## src/hw/fcc_pkg.sv

```systemverilog
`default_nettype none

//==========================================================================
// Shared sizes, types and encodings of the FC accelerator
//==========================================================================
package fcc_pkg;

  // Bytes per chunk, one chunk per read beat
  localparam int DP_DEPTH = 32;
  // Chunks needed to cover one 128-byte row
  localparam int CHUNKS_PER_ROW = 4;
  localparam int CHUNK_CNT_WIDTH = $clog2(CHUNKS_PER_ROW);
  // Packed chunk, byte lane i at bits 8i+7:8i
  localparam int CHUNK_WIDTH = DP_DEPTH * 8;
  // Byte offset of one chunk expressed as a shift
  localparam int CHUNK_SHIFT = $clog2(DP_DEPTH);

  // Memory side
  localparam int ADDR_WIDTH = 19;

  // Accumulator and bias share one width
  localparam int ACC_WIDTH = 32;
  // Bias entries are ACC_WIDTH/8 bytes apart
  localparam int BIAS_SHIFT = $clog2(ACC_WIDTH / 8);

  // Row counter, up to 128 rows with room to spare
  localparam int ROW_CNT_WIDTH = 8;

  // Activation: shift right then clamp
  localparam int LOG2_SCALE = 8;
  localparam int OUT_MAX = 255;

  typedef logic [ADDR_WIDTH-1:0] addr_t;
  typedef logic signed [ACC_WIDTH-1:0] acc_t;
  typedef logic [CHUNK_WIDTH-1:0] chunk_t;

  // Fetch sequencer states
  typedef enum logic [1:0] {
    IDLE,
    REQ,
    ISSUE,
    WAIT_WB
  } fetch_state_e;

endpackage

`default_nettype wire
```

## src/hw/fcc_writer.sv

```systemverilog
`timescale 1ns/1ps
`default_nettype none

module fcc_writer import fcc_pkg::*; (
  input  wire        clk,
  input  wire        rst_n,
  input  addr_t      addr_z,
  input  wire        busy,
  input  wire        res_valid,
  input  wire [7:0]  res_byte,
  input  wire        wr_ack,
  output logic       wr_req,
  output addr_t      wr_addr,
  output logic [7:0] wr_data,
  output logic       row_written
);

  // Row offset into the output vector
  logic [ROW_CNT_WIDTH-1:0] row_off_q;
  logic                     wr_done;

  assign wr_done = wr_req && wr_ack;

  //==========================================================================
  // Write request and row tracking
  //==========================================================================
  always_ff @(posedge clk or negedge rst_n)
  begin
    if (!rst_n)
    begin
      wr_req      <= 1'b0;
      row_written <= 1'b0;
      row_off_q   <= '0;
    end
    else
    begin
      // Pulse back to fetch, one cycle after the ack
      row_written <= wr_done;

      // Held until acked
      if (wr_done)
        wr_req <= 1'b0;
      else if (res_valid)
        wr_req <= 1'b1;

      // Fetch goes idle only after the last row is written, so the
      // next run's first result lands at addr_z again
      if (!busy)
        row_off_q <= '0;
      else if (wr_done)
        row_off_q <= row_off_q + 1'b1;
    end
  end

  // Result byte, stable for the life of the request
  always_ff @(posedge clk)
  begin
    if (res_valid)
      wr_data <= res_byte;
  end

  assign wr_addr = addr_z + addr_t'(row_off_q);

endmodule

`default_nettype wire

```

## config.mk

```make
export PLATFORM = sky130hd
export DESIGN_NAME = fcc_writer
export DESIGN_NICKNAME = d
export VERILOG_FILES = /design/src/hw/fcc_pkg.sv /design/src/hw/fcc_writer.sv
export SDC_FILE = /design/constraint.sdc
export NUM_CORES = 1
export LEC_CHECK = 0
export BUFFER_PORTS_ARGS = -buffer_cell sky130_fd_sc_hd__buf_2
export CORE_ASPECT_RATIO = 2
export CORE_MARGIN = 4
export CORE_UTILIZATION = 25
export CTS_BUF_LIST = sky130_fd_sc_hd__clkbuf_8
export CTS_CLUSTER_DIAMETER = 80
export CTS_CLUSTER_SIZE = 10
export DETAILED_ROUTE_END_ITERATION = 10
export PLACE_DENSITY = 0.47
export SYNTH_ARGS = -nofsm -noshare
export SYNTH_HDL_FRONTEND = slang
export SYNTH_SLANG_ARGS = --single-unit
```

## constraint.sdc

```tcl
create_clock -name clk -period 2.1 [get_ports clk]
set_input_delay 0.21 -clock clk [delete_from_list [all_inputs] [get_ports clk]]
set_output_delay 0.21 -clock clk [all_outputs]
set_load 0.01 [all_outputs]
```

=== Word level (Yosys, flattened, before mapping) ===
Cells that the tools add are included.

* Register bits after elaboration: 18
* Input bits: 32
* Word-level logic and storage cells: 13

* Add/sub/neg operators: 2
* Eq/ne operators: 1
* Muxes and demuxes: 4
* Reductions and logical operators: 2

{| class="wikitable"
|+ Operators with widths
! kind !! count
|-
| 19-bit by 8-bit adder with 19-bit output || 1
|-
| 8-bit 2-to-1 mux || 2
|-
| 8-bit by 1-bit adder with 8-bit output, second input constant || 1
|-
| 1-bit 2-to-1 mux || 2
|-
| 2-bit by 1-bit != test with 1-bit output, second input constant || 1
|-
| 2-bit nonzero test || 1
|-
| 1-bit logical AND || 1
|}

=== Logic depth before layout (Yosys ltp) ===
* Depth in word-level cells: 3
* Depth in mapped cells: 7
* Gate-level depth less buffers: 7

=== Worst setup path before layout ===
No wires, ideal clock.

* Kind: register to output
* Start: register row_off_q[0]
* End: output port wr_addr[14]
* Arrival time: 1916 ps
* Setup slack: -26 ps
* Stages on the path, launching flop included: 8
* Buffers on the path: 0
* Cell sequence: dfrtp_1 ha_1 inv_1 fa_1 nand2b_1 a211oi_2 o2111ai_1 xnor2_1

* Longest elaborated chain between the ends: 1

{| class="wikitable"
|+ RTL lines
! what !! line !! source
|-
| from (decl) || fcc_writer.sv:19 || <nowiki>logic [ROW_CNT_WIDTH-1:0] row_off_q;</nowiki>
|-
| from (signal assigned) || fcc_writer.sv:51 || <nowiki>row_off_q <= row_off_q + 1'b1;</nowiki>
|-
| 19-bit by 8-bit adder with 19-bit output || fcc_writer.sv:62 || <nowiki>assign wr_addr = addr_z + addr_t'(row_off_q);</nowiki>
|-
| to (decl) || fcc_writer.sv:13 || <nowiki>output addr_t wr_addr,</nowiki>
|}

Every way passes these cells.

=== Worst setup path after layout ===
* Start: register row_off_q[0]
* End: output port wr_addr[12]

Same word-level chain as after synthesis.

==> reports/metrics.cfg <==
[outcome]
status=complete, but fails checks
violations=negative setup slack

[clocking]
htreeDepth=1
cts_made_buffers=3
cts_tree=done
cts.sinks=18
cts.clk_slew.worst_paths_ns=0.07
worstSkewPairLatency_ns=0.25
cts_root_buffer=clkbuf_8
clk_path_buf_depth=2

[layout]
drive_gt1_share_pct=48.9
n_antenna_cell=0
utilization_pct=39.7
final_nets=272
n_fill_cell=579
final_cells=289
fin_area_um2=2130
syn_to_final_growth_pct=54.5

[power_and_ir_drop]
combPwrFrac_pct=27.0
seq_power_share_pct=45.5
internal_power_mw=0.630
peakVddDrop_mv=0.469
p_sw_share_pct=27.6
pwr_density_cell_nw_per_um2=408
p_clk_share_pct=27.5
finalPower_mw=0.870
p_sw_mw=0.240
cellLeakagePower_nw=0.950

[drt]
dr.pass1.iters=4
drc=0
vias=1368
viasPerCell=4.73
wire_per_inst_um=13.6
routed_wl_um=3930
drt_iter0_markers=45
postRouteAntennaNets=0

[global_route]
overflow=0
grt.total_usage_pct=11.5
grt_pass1_vias=1377
antenna_found_initial=0
grt_max_degree=11
grt_pass1_wl_um=6150

[placement]
place_ws_ns=-0.0599
dp.cells=277
portBuffers=60
postPlaceCellArea_um2=1860
dp_hpwl_um=3250
finalWeightedCongestion=0.785

[synth]
synth_ff_type=dfrtp_1
synthTopCellsByArea=dfrtp_1 (18%), edfxtp_1 (17%), xnor2_1 (8.9%)
synthAdderAreaFrac_pct=9.61
synth_nets=188
synth_xor_area_share_pct=11.4
synth.distinct_cells=39
synthCells=146
async_flop_share_pct=55.6
synth_area_um2=1380
yosys.area.top_type=dfrtp_1
synth_mux_area_share_pct=1.45
synth_top_family_by_area=simple AND/OR/NAND/NOR gates
synth-edff-count=8
ys_seq_area_share_pct=35.5
syn_area_per_cell_um2=9.45
ys_warn_count=0
synth-seq-cells=18
synth_compound_area_share_pct=16.8
yosys.area_share.simple_pct=22.5
synth_top_area_share_pct=18.1

[die]
die-area_um2=6850
fp.dieW_um=60.5
fp-row-count=38
die_h_um=113
boundaryPins=61
initial_core_util_pct=25.7
design.core.area_um2=5370

[sta]
slew_violations=0
fin_ws_ns=-0.215
worst_pin_slew_ns=0.438
min_period_ns=2.32
finalSetupTns_ns=-1.88
skew_ns=0.00299
holdWs_ns=0.136
clock.fmax_ghz=0.432
rsz0062_at_grt=true
hold_viol=0
slew_headroom_pct=70.6
min_period_over_period_pct=110
setup_viol=13

[critical_path]
path_buf_inv=4
critPathTopFamily=adder cells
startpoint_type=flop
max_stage_delay_ns=0.35
arrival_ns=2.11
critPathKind=reg2out
endpoint_kind=output pin
critPathRequiredTime_ns=1.89
crit_chain=ha_2 -> inv_2 -> fa_2 -> nand2b_4 -> a211oi_4 -> buf_6 -> buf_4 -> o21ai_2 -> xnor2_1 -> buf_2
cp_max_fo=6
critPathSlowestCell=dfrtp_1

[worst_hold_path]
min_path_type=in2reg

[job]
drv_cap=0

==> power groups by stage <==
stage                     registers (mW)  logic, mW  clock network (mW)
after floorplan                    0.414     0.0879                   0
after global placement             0.402      0.213                   0
after detailed placement           0.403      0.213                   0
after CTS                          0.396      0.232               0.252
after global routing               0.398      0.262               0.270
final                              0.396      0.235               0.240
==> worst paths after layout <==
path,start,to,slack [ns],cells after the start
max,row_off_q[0],wr_addr[12],-0.22,10
min,res_byte[4],wr_data[4],0.14,1
max reg2reg,row_off_q[2],row_off_q[7],0.60,6
min reg2reg,wr_req,wr_req,0.52,1
max in group asynchronous,rst_n,row_off_q[7],1.55,2
min in group asynchronous,rst_n,row_written,0.35,2
==> routing by layer <==
layer | global-route usage (%) | vias up | part of all wire [%]
met3 | 1.71 | 2 | 7.0
li1 | - | 701 | -
met1 | 12.2 | 618 | 37
met5 | 0 | - | 0
met2 | 22.2 | 47 | 55
met4 | 3.18 | 0 | 0.51
==> cell usage in the layout, fill, tap and decap left out, drive strengths merged, types with 7 or more instances in the layout <==
cell type   n
buf        79
xnor2      14
nand2      10
dfrtp      10
o21ai      10
inv         9
ha          9
edfxtp      8
and2        7
nand4       7
==> sequential cells by signal, summed over array words and instances (netlist names) <==
| name | flops |
|---|---|
| wr_data | 8 |
| row_off_q | 8 |
| row_written | 1 |
| wr_req | 1 |
==> area by class of cell <==
cell class                      instances  area (um2)  share of cell area [%]
Multi-Input combinational cell        118        1020                    48.0
Sequential cell                        18         490                    23.0
Timing Repair Buffer                   80         464                    21.8
Tap cell                               60        75.1                    3.52
Clock buffer                            3        41.3                    1.94
Inverter                                9        33.8                    1.58
Clock inverter                          1        3.75                   0.176
==> cells in the mapped netlist (all sizes together), types with 3 or more instances <==
| cell | count |
|---|---|
| a21o | 4 |
| a21oi | 6 |
| and2 | 7 |
| dfrtp | 10 |
| edfxtp | 8 |
| ha | 9 |
| inv | 9 |
| nand2 | 10 |
| nand3 | 4 |
| nand4 | 7 |
| nor2 | 4 |
| nor2b | 6 |
| nor3 | 3 |
| o211ai | 6 |
| o21ai | 10 |
| xnor2 | 14 |
| xor2 | 4 |
==> cells by family after synthesis <==
kind of cell	Yosys count
simple gates	53
buf+inv	10
fa+ha+maj	10
flops	18
xor+xnor	18
mux	2
compound gates	35
==> what timing repair did <==
item | in CTS | in global routing
endpoints found under the setup margin | 15 | 15
endpoints found under the hold margin | 10 | 0
buffers inserted | 3 | 6
hold buffers | 1 | 0
pin swaps | 12 | 13
resized for setup | 24 | 10
Power figures use the tool's default switching activity.
