===== config.mk =====
export PLATFORM = sky130hd
export DESIGN_NAME = fcc_accum_act
export DESIGN_NICKNAME = d
export VERILOG_FILES = /design/src/hw/fcc_pkg.sv /design/src/hw/fcc_accum_act.sv
export SDC_FILE = /design/constraint.sdc
export NUM_CORES = 1
export LEC_CHECK = 0
export BUFFER_PORTS_ARGS = -buffer_cell sky130_fd_sc_hd__buf_4
export CAP_MARGIN = 10
export CORE_MARGIN = 2
export CORE_UTILIZATION = 40
export CTS_CLUSTER_DIAMETER = 60
export CTS_CLUSTER_SIZE = 20
export DETAILED_ROUTE_END_ITERATION = 10
export SYNTH_ARGS = -nofsm -noshare
export SYNTH_HDL_FRONTEND = slang
export SYNTH_SLANG_ARGS = --single-unit

===== constraint.sdc =====
create_clock -name clk -period 7.8 [get_ports clk]
set_clock_uncertainty 0.2 [all_clocks]
set_input_delay 1.56 -clock clk [delete_from_list [all_inputs] [get_ports clk]]
set_output_delay 1.56 -clock clk [all_outputs]
set_load 0.02 [all_outputs]

===== src/hw/fcc_pkg.sv =====
`default_nettype none

//==========================================================================
// Shared sizes, types and encodings of the FC accelerator
//==========================================================================
package fcc_pkg;

  // Bytes per chunk, one chunk per read beat
  localparam int DP_DEPTH = 32;
  // Chunks needed to cover one 128-byte row
  localparam int CHUNKS_PER_ROW = 4;
  localparam int CHUNK_CNT_WIDTH = $clog2(CHUNKS_PER_ROW);
  // Packed chunk, byte lane i at bits 8i+7:8i
  localparam int CHUNK_WIDTH = DP_DEPTH * 8;
  // Byte offset of one chunk expressed as a shift
  localparam int CHUNK_SHIFT = $clog2(DP_DEPTH);

  // Memory side
  localparam int ADDR_WIDTH = 19;

  // Accumulator and bias share one width
  localparam int ACC_WIDTH = 32;
  // Bias entries are ACC_WIDTH/8 bytes apart
  localparam int BIAS_SHIFT = $clog2(ACC_WIDTH / 8);

  // Row counter, up to 128 rows with room to spare
  localparam int ROW_CNT_WIDTH = 8;

  // Activation: shift right then clamp
  localparam int LOG2_SCALE = 8;
  localparam int OUT_MAX = 255;

  typedef logic [ADDR_WIDTH-1:0] addr_t;
  typedef logic signed [ACC_WIDTH-1:0] acc_t;
  typedef logic [CHUNK_WIDTH-1:0] chunk_t;

  // Fetch sequencer states
  typedef enum logic [1:0] {
    IDLE,
    REQ,
    ISSUE,
    WAIT_WB
  } fetch_state_e;

endpackage

`default_nettype wire

===== src/hw/fcc_accum_act.sv =====
`timescale 1ns/1ps
`default_nettype none

module fcc_accum_act import fcc_pkg::*; (
  input  wire        clk,
  input  wire        rst_n,
  input  wire        part_valid,
  input  acc_t       part_sum,
  input  acc_t       part_bias,
  input  wire        part_last,
  output logic       res_valid,
  output logic [7:0] res_byte
);

  // Running sum of the partial products of the current row
  acc_t       acc_q;
  acc_t       row_total;
  acc_t       scaled;
  logic [7:0] act_byte;

  //==========================================================================
  // Row total and scaled ReLU
  //==========================================================================
  // Bias folded in together with the last part
  assign row_total = acc_q + part_sum + part_bias;
  assign scaled    = row_total >>> LOG2_SCALE;

  always_comb
  begin
    if (row_total < 0)
      act_byte = 8'd0;
    else if (scaled > acc_t'(OUT_MAX))
      act_byte = 8'(OUT_MAX);
    else
      act_byte = scaled[7:0];
  end

  //==========================================================================
  // Accumulator and result register
  //==========================================================================
  always_ff @(posedge clk or negedge rst_n)
  begin
    if (!rst_n)
    begin
      acc_q     <= '0;
      res_valid <= 1'b0;
    end
    else
    begin
      res_valid <= part_valid && part_last;
      if (part_valid)
      begin
        // Clear on the last part, ready for the next row
        if (part_last)
          acc_q <= '0;
        else
          acc_q <= acc_q + part_sum;
      end
    end
  end

  always_ff @(posedge clk)
  begin
    if (part_valid && part_last)
      res_byte <= act_byte;
  end

endmodule

`default_nettype wire


* Word level (Yosys, flattened, before mapping)
Cells that the tools add are included.
** Word-level totals
- Word-level logic and storage cells :: 10
- Flip-flop bits (word level) :: 41
** Operators by class
- Magnitude comparators :: 2
- Reductions and logical operators :: 1
- Add/sub/neg operators :: 2
- Muxes and demuxes :: 2
** Operators by type and width (number)
- $add 32x32->32 :: 2
- $lt 32x1->1 const B :: 1
- $mux 32 :: 1
- $gt 24x9->1 const B :: 1
- $mux 8 :: 1
- $logic_and 1x1->1 :: 1

* Logic depth before layout (Yosys ltp)
Gate-level depths: netlist of run 1.
- Depth in word-level cells :: 4
- Gate-level depth with buffers :: 21
- Gate-level depth less buffers :: 21

* Worst setup path after synthesis of run 1
OpenSTA, ideal clock, no wires.
- Path kind :: input port to flip-flop
- Start point :: input part_sum[10]
- End point :: register res_byte[0], data pin
- Setup time :: 0.296 ns
- Path buffers :: 0
- Arrival :: 5.762 ns
- Cell stages on the path :: 17
- Data required time :: 7.304 ns
- Setup slack :: 1.542 ns
- Cell sequence :: ha_1 a211oi_2 nor2_1 a311oi_2 a31oi_2 o41a_1 a221o_2 xor2_1 ha_1 a21oi_1 o21bai_1 a21o_1 a211o_1 a2111oi_0 nor3_1 a311oi_1 a41oi_1
** On the way
- Longest elaborated chain between the ends :: 4
- Elaborated cells on any way between the ends :: 5
- Those cells by class :: 2 x add/sub; 2 x order compare; 1 x mux
** Ends and longest elaborated chain
- start, declared :: line fcc_accum_act.sv:8 : input acc_t part_sum,
- $add 32x32->32 (*) (2 in a row) :: line fcc_accum_act.sv:25 : assign row_total = acc_q + part_sum + part_bias;
- $gt 24x9->1 :: line fcc_accum_act.sv:32 : else if (scaled > acc_t'(OUT_MAX))
- $mux 8 :: line fcc_accum_act.sv:32
- end signal, assigned :: line fcc_accum_act.sv:65 : res_byte <= act_byte;
- end, declared :: line fcc_accum_act.sv:12 : output logic [7:0] res_byte
Every way passes the cells marked *; elsewhere a longest branch is shown, timed or not.
A chain may end at the register's enable or synchronous reset.

* Worst setup path in the final report of run 1
- Start point :: input part_sum[10]
- End point :: register res_byte[1], data pin
Same word-level chain as after synthesis.

==> results of run 1 <==
## path summary, 6_finish.rpt
kind                              start           to  cells after the start  slack (ns)
max                        part_sum[10]  res_byte[1]                     18        1.04
min                            acc_q[2]     acc_q[2]                      2        0.33
max reg2reg                   acc_q[10]  res_byte[1]                     17        2.03
min reg2reg                    acc_q[2]     acc_q[2]                      2        0.33
max in group asynchronous         rst_n    acc_q[25]                      1        6.03
min in group asynchronous         rst_n    res_valid                      1        1.03
## through the flow
| stage | utilization | std cells |
|---|---|---|
| floorplan | - | 565 |
| global placement | 0.462 | 769 |
| detailed placement | 0.462 | 769 |
| CTS | 0.476 | 777 |
| global route | 0.476 | 777 |
| finish | 0.476 | 777 |
## flip-flops by register name, summed over array words and instances, names as in the netlist
name and flops:
res_valid 1, res_byte 8, acc_q 32
## logic make-up (layout without fill, tap and decap cells)
logic type | count (synthesis) | after routing | synth area share
adders and majority gates | 64 | 64 | 0.167
muxes | 2 | 2 | 0.00440
AOI/OAI and AO/OA | 214 | 214 | 0.320
DFF | 41 | 41 | 0.220
and+or+nand+nor | 162 | 162 | 0.171
buffers and inverters | 37 | 102 | 0.0318
xor gates and xnor gates | 45 | 45 | 0.0849
## final cells by class
cell class,instances,share of cell area
Multi-Input combinational cell,487,0.637
Sequential cell,41,0.188
Timing Repair Buffer,77,0.102
Tap cell,147,0.0324
Clock buffer,5,0.0221
Inverter,17,0.0112
Clock inverter,3,0.00728
## layer usage
metal	up-vias	global-route usage	part of all wire
met4	0	0.0439	0.013
met1	2144	0.301	0.49
met3	12	0.0223	0.043
met5	-	0	0
li1	2286	-	-
met2	121	0.349	0.46
## tightest hold or removal path, stage by stage (launching register included)
cell and delay [ns]:
dfrtp_1 0.38, inv_1 0.05, o21ai_0 0.06
## cells in the final DEF (no fill, tap or decap), drive strengths merged, types with 2 or more instances in the layout
| cell type | count |
|---|---|
| a2111o | 4 |
| buf | 77 |
| ha | 63 |
| xor2 | 17 |
| a221o | 2 |
| o211ai | 7 |
| a221oi | 2 |
| a211o | 2 |
| nor3 | 10 |
| a21oi | 59 |
| o2111ai | 2 |
| and2 | 2 |
| nand4 | 10 |
| nand3 | 20 |
| o311ai | 2 |
| a211oi | 7 |
| and3 | 5 |
| nand2 | 40 |
| o21bai | 8 |
| clkbuf | 5 |
| o21a | 5 |
| a31o | 30 |
| a41oi | 11 |
| a21o | 25 |
| nor2 | 36 |
| o21ai | 31 |
| edfxtp | 8 |
| xnor2 | 27 |
| nand2b | 2 |
| nor4 | 2 |
| a311oi | 4 |
| and4 | 4 |
| dfrtp | 33 |
| inv | 17 |
| a31oi | 5 |
| nor2b | 29 |
| a2111oi | 3 |
==> results.toml, run 1 <==
[outcome]
status = "complete, no violations"

[yosys]
syn-num-nets = 697
synth_flop_cell = "dfrtp_1"
synthTopCellsByCount = "63 x ha_1, 59 x a21oi_1, 39 x nand2_1"
synth_area_leaders = "dfrtp_1 17%, ha_1 16%, a21oi_1 6.1%, a31o_2 5.3%, edfxtp_1 5.0%"
synth_cell_types = 64
synthArstFlopShare = 0.805
synth_edf_count = 8
syn_inst = 565
ys_ff_latch = 41
yosys.area.top_type = "dfrtp_1"
synth-warning-count = 0
yosysMostFrequentCell = "ha_1"
syn_area_per_cell_sq_um = 8.56
syn_area_sq_um = 4840
yosysSeqAreaShare = 0.220
synth_top_area_frac = 0.171

[critical_path]
critical_path_class = "in -> reg"
cpMostUsedCell = "ha_1"
cpPeakStageDelay_ns = 0.52
cp_max_fo = 8
cp_num_buf_inv = 1
cp.required_ns = 7.59
endpoint_kind = "register"
worstSetupStartpointType = "input pin"
critPathSlowestCell = "a21oi_1"
cpLargestDelayFamily = "compound AO/OA/AOI/OAI gates"
arrival_ns = 6.55
cp_cell_sequence = "buf_4 -> ha_1 -> a211oi_2 -> nor2_1 -> a311oi_2 -> a31oi_2 -> o41a_1 -> xor2_1 -> ha_1 -> a21oi_1 -> o21bai_1 -> a21o_1 -> a221oi_1 -> o21ai_0 -> xnor2_1 -> a2111o_1 -> nor4_4 -> a41oi_1"

[clocking]
root_buffer = "clkbuf_16"
cts_max_level = 2
cts.sinks = 41
clkTransAtPathRegs_ns = 0.07
post_cts_buffers = 0
tritoncts = "built"
cts_made_buffers = 5
clkLatencyLatePin_ns = 0.29
cts-resized-gates = 0
cts_hold_buffers = 0
clk_path_buf_depth = 2

[drt]
drt-initial-drc-count = 254
drt-total-wl_mm = 13.7
firstDrtPassIters = 4
drc = 0
ant_nets = 0
viasPerCell = 5.87
vias = 4563
wl_per_cell_um = 17.7

[floorplan]
fp.dieW_um = 114
row_count = 40
die_h_um = 114
start_util = 0.406
ios = 77
die_area_sq_um = 13000
core_area_sq_um = 11900

[timing]
setup_ws_ns = 1.04
setup_viol = 0
fin_hold_ws_ns = 0.334
min_period_ns = 6.76
setup_tns_ns = 0
hold_violations = 0
finalCritPeriodShare = 0.867
slew_headroom = 0.207
rsz0062_at_grt = "false"
max_freq_mhz = 148
slew_viol_final = 0
worst_pin_slew_ns = 1.19

[place]
dpl_cell_area_sq_um = 5510
detailedPlace.worstSlack_ns = 0.828
port_buffers = 76
dp_hpwl_mm = 10.7
place.gp.congestion = 0.939

[global_routing]
grt_pass1_vias = 4465
grt_max_degree = 66
grt_first_pass_wirelength_mm = 22.2
overflow = 0
antenna_found_initial = 0
grt_use_total = 0.212

[layout]
nets = 761
fillers = 1176
multi_input_area_sq_um = 3620
layout-drive-gt1-share = 0.210
syn2layout_area_growth_pct = 17.3
postLayoutCellArea_sq_um = 5670
final-seq-area_sq_um = 1070
diodes = 0

[job]
max_cap_violations = 0

[min_path]
hp-class = "reg -> reg"
Power of run 1 is not shown: default switching activity piles up to over one toggle a cycle in this logic, so the estimate is an artifact.
==> run 2, diff against run 1 <==
--- a/config.mk
+++ b/config.mk
@@ -12,6 +12,7 @@
 export CTS_CLUSTER_DIAMETER = 60
 export CTS_CLUSTER_SIZE = 20
 export DETAILED_ROUTE_END_ITERATION = 10
+export GPL_TIMING_DRIVEN = 0
 export SYNTH_ARGS = -nofsm -noshare
 export SYNTH_HDL_FRONTEND = slang
 export SYNTH_SLANG_ARGS = --single-unit
==> constraint.sdc (replaced) <==
create_clock -name clk -period 7.4 [get_ports clk]
set_clock_uncertainty 0.2 [all_clocks]
set_input_delay 1.48 -clock clk [delete_from_list [all_inputs] [get_ports clk]]
set_output_delay 1.48 -clock clk [all_outputs]
set_load 0.02 [all_outputs]
==> run 2 against run 1 <==
  * Non-clock buffer count is 18 higher
  * Hold slack got worse by 0.011 ns
  * Register-to-register slack lost 0.63 ns
  * Worst setup slack worse by 0.58 ns
  * Global-route usage shrank 0.32 points
  * Flip-flop and latch count did not move
  * Critical path depth up 3
  * Cell area up 0.90%
  * Sequential share of layout area shrank 0.17 points
  * Count of clock-buffer cells in the layout did not move
  * First-iteration DRC count is 30% lower
  * Via count is 0.22% higher
==> results.toml, run 2 (synthesis results as in run 1) <==
[timing]
max_freq_mhz = 144
slew_viol_final = 0
rsz0062_at_grt = "false"
setup_viol = 0
slew_headroom = 0.267
worst_pin_slew_ns = 1.09
min_period_ns = 6.94
setup_tns_ns = 0
finalCritPeriodShare = 0.938
hold_violations = 0

[drt]
drt-total-wl_mm = 13.5
vias = 4573
routed.top_layer = "met4"
wl_met2_mm = 6.08
ant_nets = 0
wl_per_cell_um = 16.9
viasPerCell = 5.75
firstDrtPassIters = 6
wl_met1_mm = 6.57
wl_met3_um = 581
drc = 0
drt-initial-drc-count = 179

[layout]
layout_common_cells = "75 x buf_4, 63 x ha_1, 59 x a21oi_1"
largest-register = "acc_q"
finalNonFillerCells = 795
diodes = 0
layout-drive-gt1-share = 0.205
largest_reg_flops = 32
mostFrequentLayoutCell = "buf_4"
nets = 779
largestRegisters = "acc_q x32, res_byte x8, res_valid x1"
syn2layout_area_growth_pct = 18.4

[clocking]
clkTransAtPathRegs_ns = 0.07
root_buffer = "clkbuf_16"
clkLatencyLatePin_ns = 0.29
cts-resized-gates = 0
post_cts_buffers = 0
clk_path_buf_depth = 2
cts.sinks = 41
cts_made_buffers = 5
cts_hold_buffers = 0
cts_max_level = 2
tritoncts = "built"

[job]
max_cap_violations = 0

[critical_path]
cp_cell_sequence = "buf_4 -> ha_1 -> fa_1 -> a21o_1 -> nand2_1 -> a2111o_1 -> o211ai_1 -> a21oi_1 -> o21bai_1 -> a21oi_1 -> xnor2_1 -> ha_1 -> a21o_1 -> a21oi_1 -> o21bai_1 -> a21o_1 -> a211o_1 -> a2111oi_0 -> nor3_1 -> a311oi_1 -> a41oi_1"
critPathSlowestCell = "a311oi_1"
cpPeakStageDelay_ns = 0.85
worstSetupStartpointType = "input pin"
cp_max_fo = 8
endpoint_kind = "register"
critical_path_class = "in -> reg"
arrival_ns = 6.73
cp.required_ns = 7.19

[floorplan]
die_area_sq_um = 13000
die_h_um = 114
fp.dieW_um = 114
row_count = 40
ios = 77
core_area_sq_um = 11900
start_util = 0.406

[global_routing]
antenna_found_initial = 0
grt_max_degree = 34
grt_pass1_vias = 4355
overflow = 0
grt_use_total = 0.208
grt_first_pass_wirelength_mm = 21.5

[pwr]
p_per_area_nw_per_um2 = 565
p_leak_nw = 2.64
ir_drop_v = 0.000340

[place]
place.gp.congestion = 0.886
dp_hpwl_mm = 10.7
dp.cells = 787
port_buffers = 75

[min_path]
hp-class = "reg -> reg"

[outcome]
status = "complete, no violations"
==> run 2: changes by cell type in the layout (fill, tap and decap cells not counted), sizes merged <==
| cell | delta |
|---|---|
| bufinv | -1 |
| clkinv | +1 |
| clkbuf | +18 |
==> run 2: report_power, final <==
group          internal, mW  switching, mW
Combinational          1.05           1.56
Sequential            0.358         0.0437
Clock                 0.124         0.0996
Total                  1.53           1.70
==> run 2: stage by stage <==
step	total power [mW]	area, sq um	hold slack (ns)	util	worst slack, ns
detailed placement	2.96	5580	0.321	0.469	0.182
CTS	3.21	5730	0.331	0.481	0.485
finish	3.23	5730	0.324	0.481	0.457
global placement	2.94	5580	0.321	0.469	0.204
global route	3.54	5730	0.349	0.481	0.0633
floorplan	2.39	4840	0.302	-	1.22
==> run 2: final timing paths <==
check / start / end / slack (ns) / depth (start not counted)
min: acc_q[30] / acc_q[30] / 0.32 / 2
max: part_sum[0] / res_byte[3] / 0.46 / 21
min in group asynchronous: rst_n / acc_q[10] / 0.94 / 1
max reg2reg: acc_q[0] / res_byte[3] / 1.40 / 20
max in group asynchronous: rst_n / acc_q[27] / 5.72 / 1
min reg2reg: acc_q[30] / acc_q[30] / 0.32 / 2
==> run 2: critical path: cells and delay by family <==
| family | cells | cell delay (ns) |
|---|---|---|
| AOI/OAI and AO/OA | 14 | 3.74 |
| adders and majority gates | 3 | 1.00 |
| and+or+nand+nor | 2 | 0.21 |
| xor gates and xnor gates | 1 | 0.19 |
| buffers and inverters | 1 | 0.11 |
==> run 2: cell type report <==
type | count | area (sq um)
Multi-Input combinational cell | 487 | 3620
Fill cell | 1195 | 6190
Clock inverter | 3 | 17.5
Tap cell | 147 | 184
Buffer | 20 | 90.1
Inverter | 17 | 63.8
Timing Repair Buffer | 75 | 563
Clock buffer | 5 | 125
Sequential cell | 41 | 1070
==> run 2: metal layers <==
metal	vias to the layer above	track usage
li1	2333	-
met1	2119	0.296
met2	105	0.337
met3	16	0.0239
met4	0	0.0537
met5	-	0
Note: power is estimated with default switching activity, not from simulation.
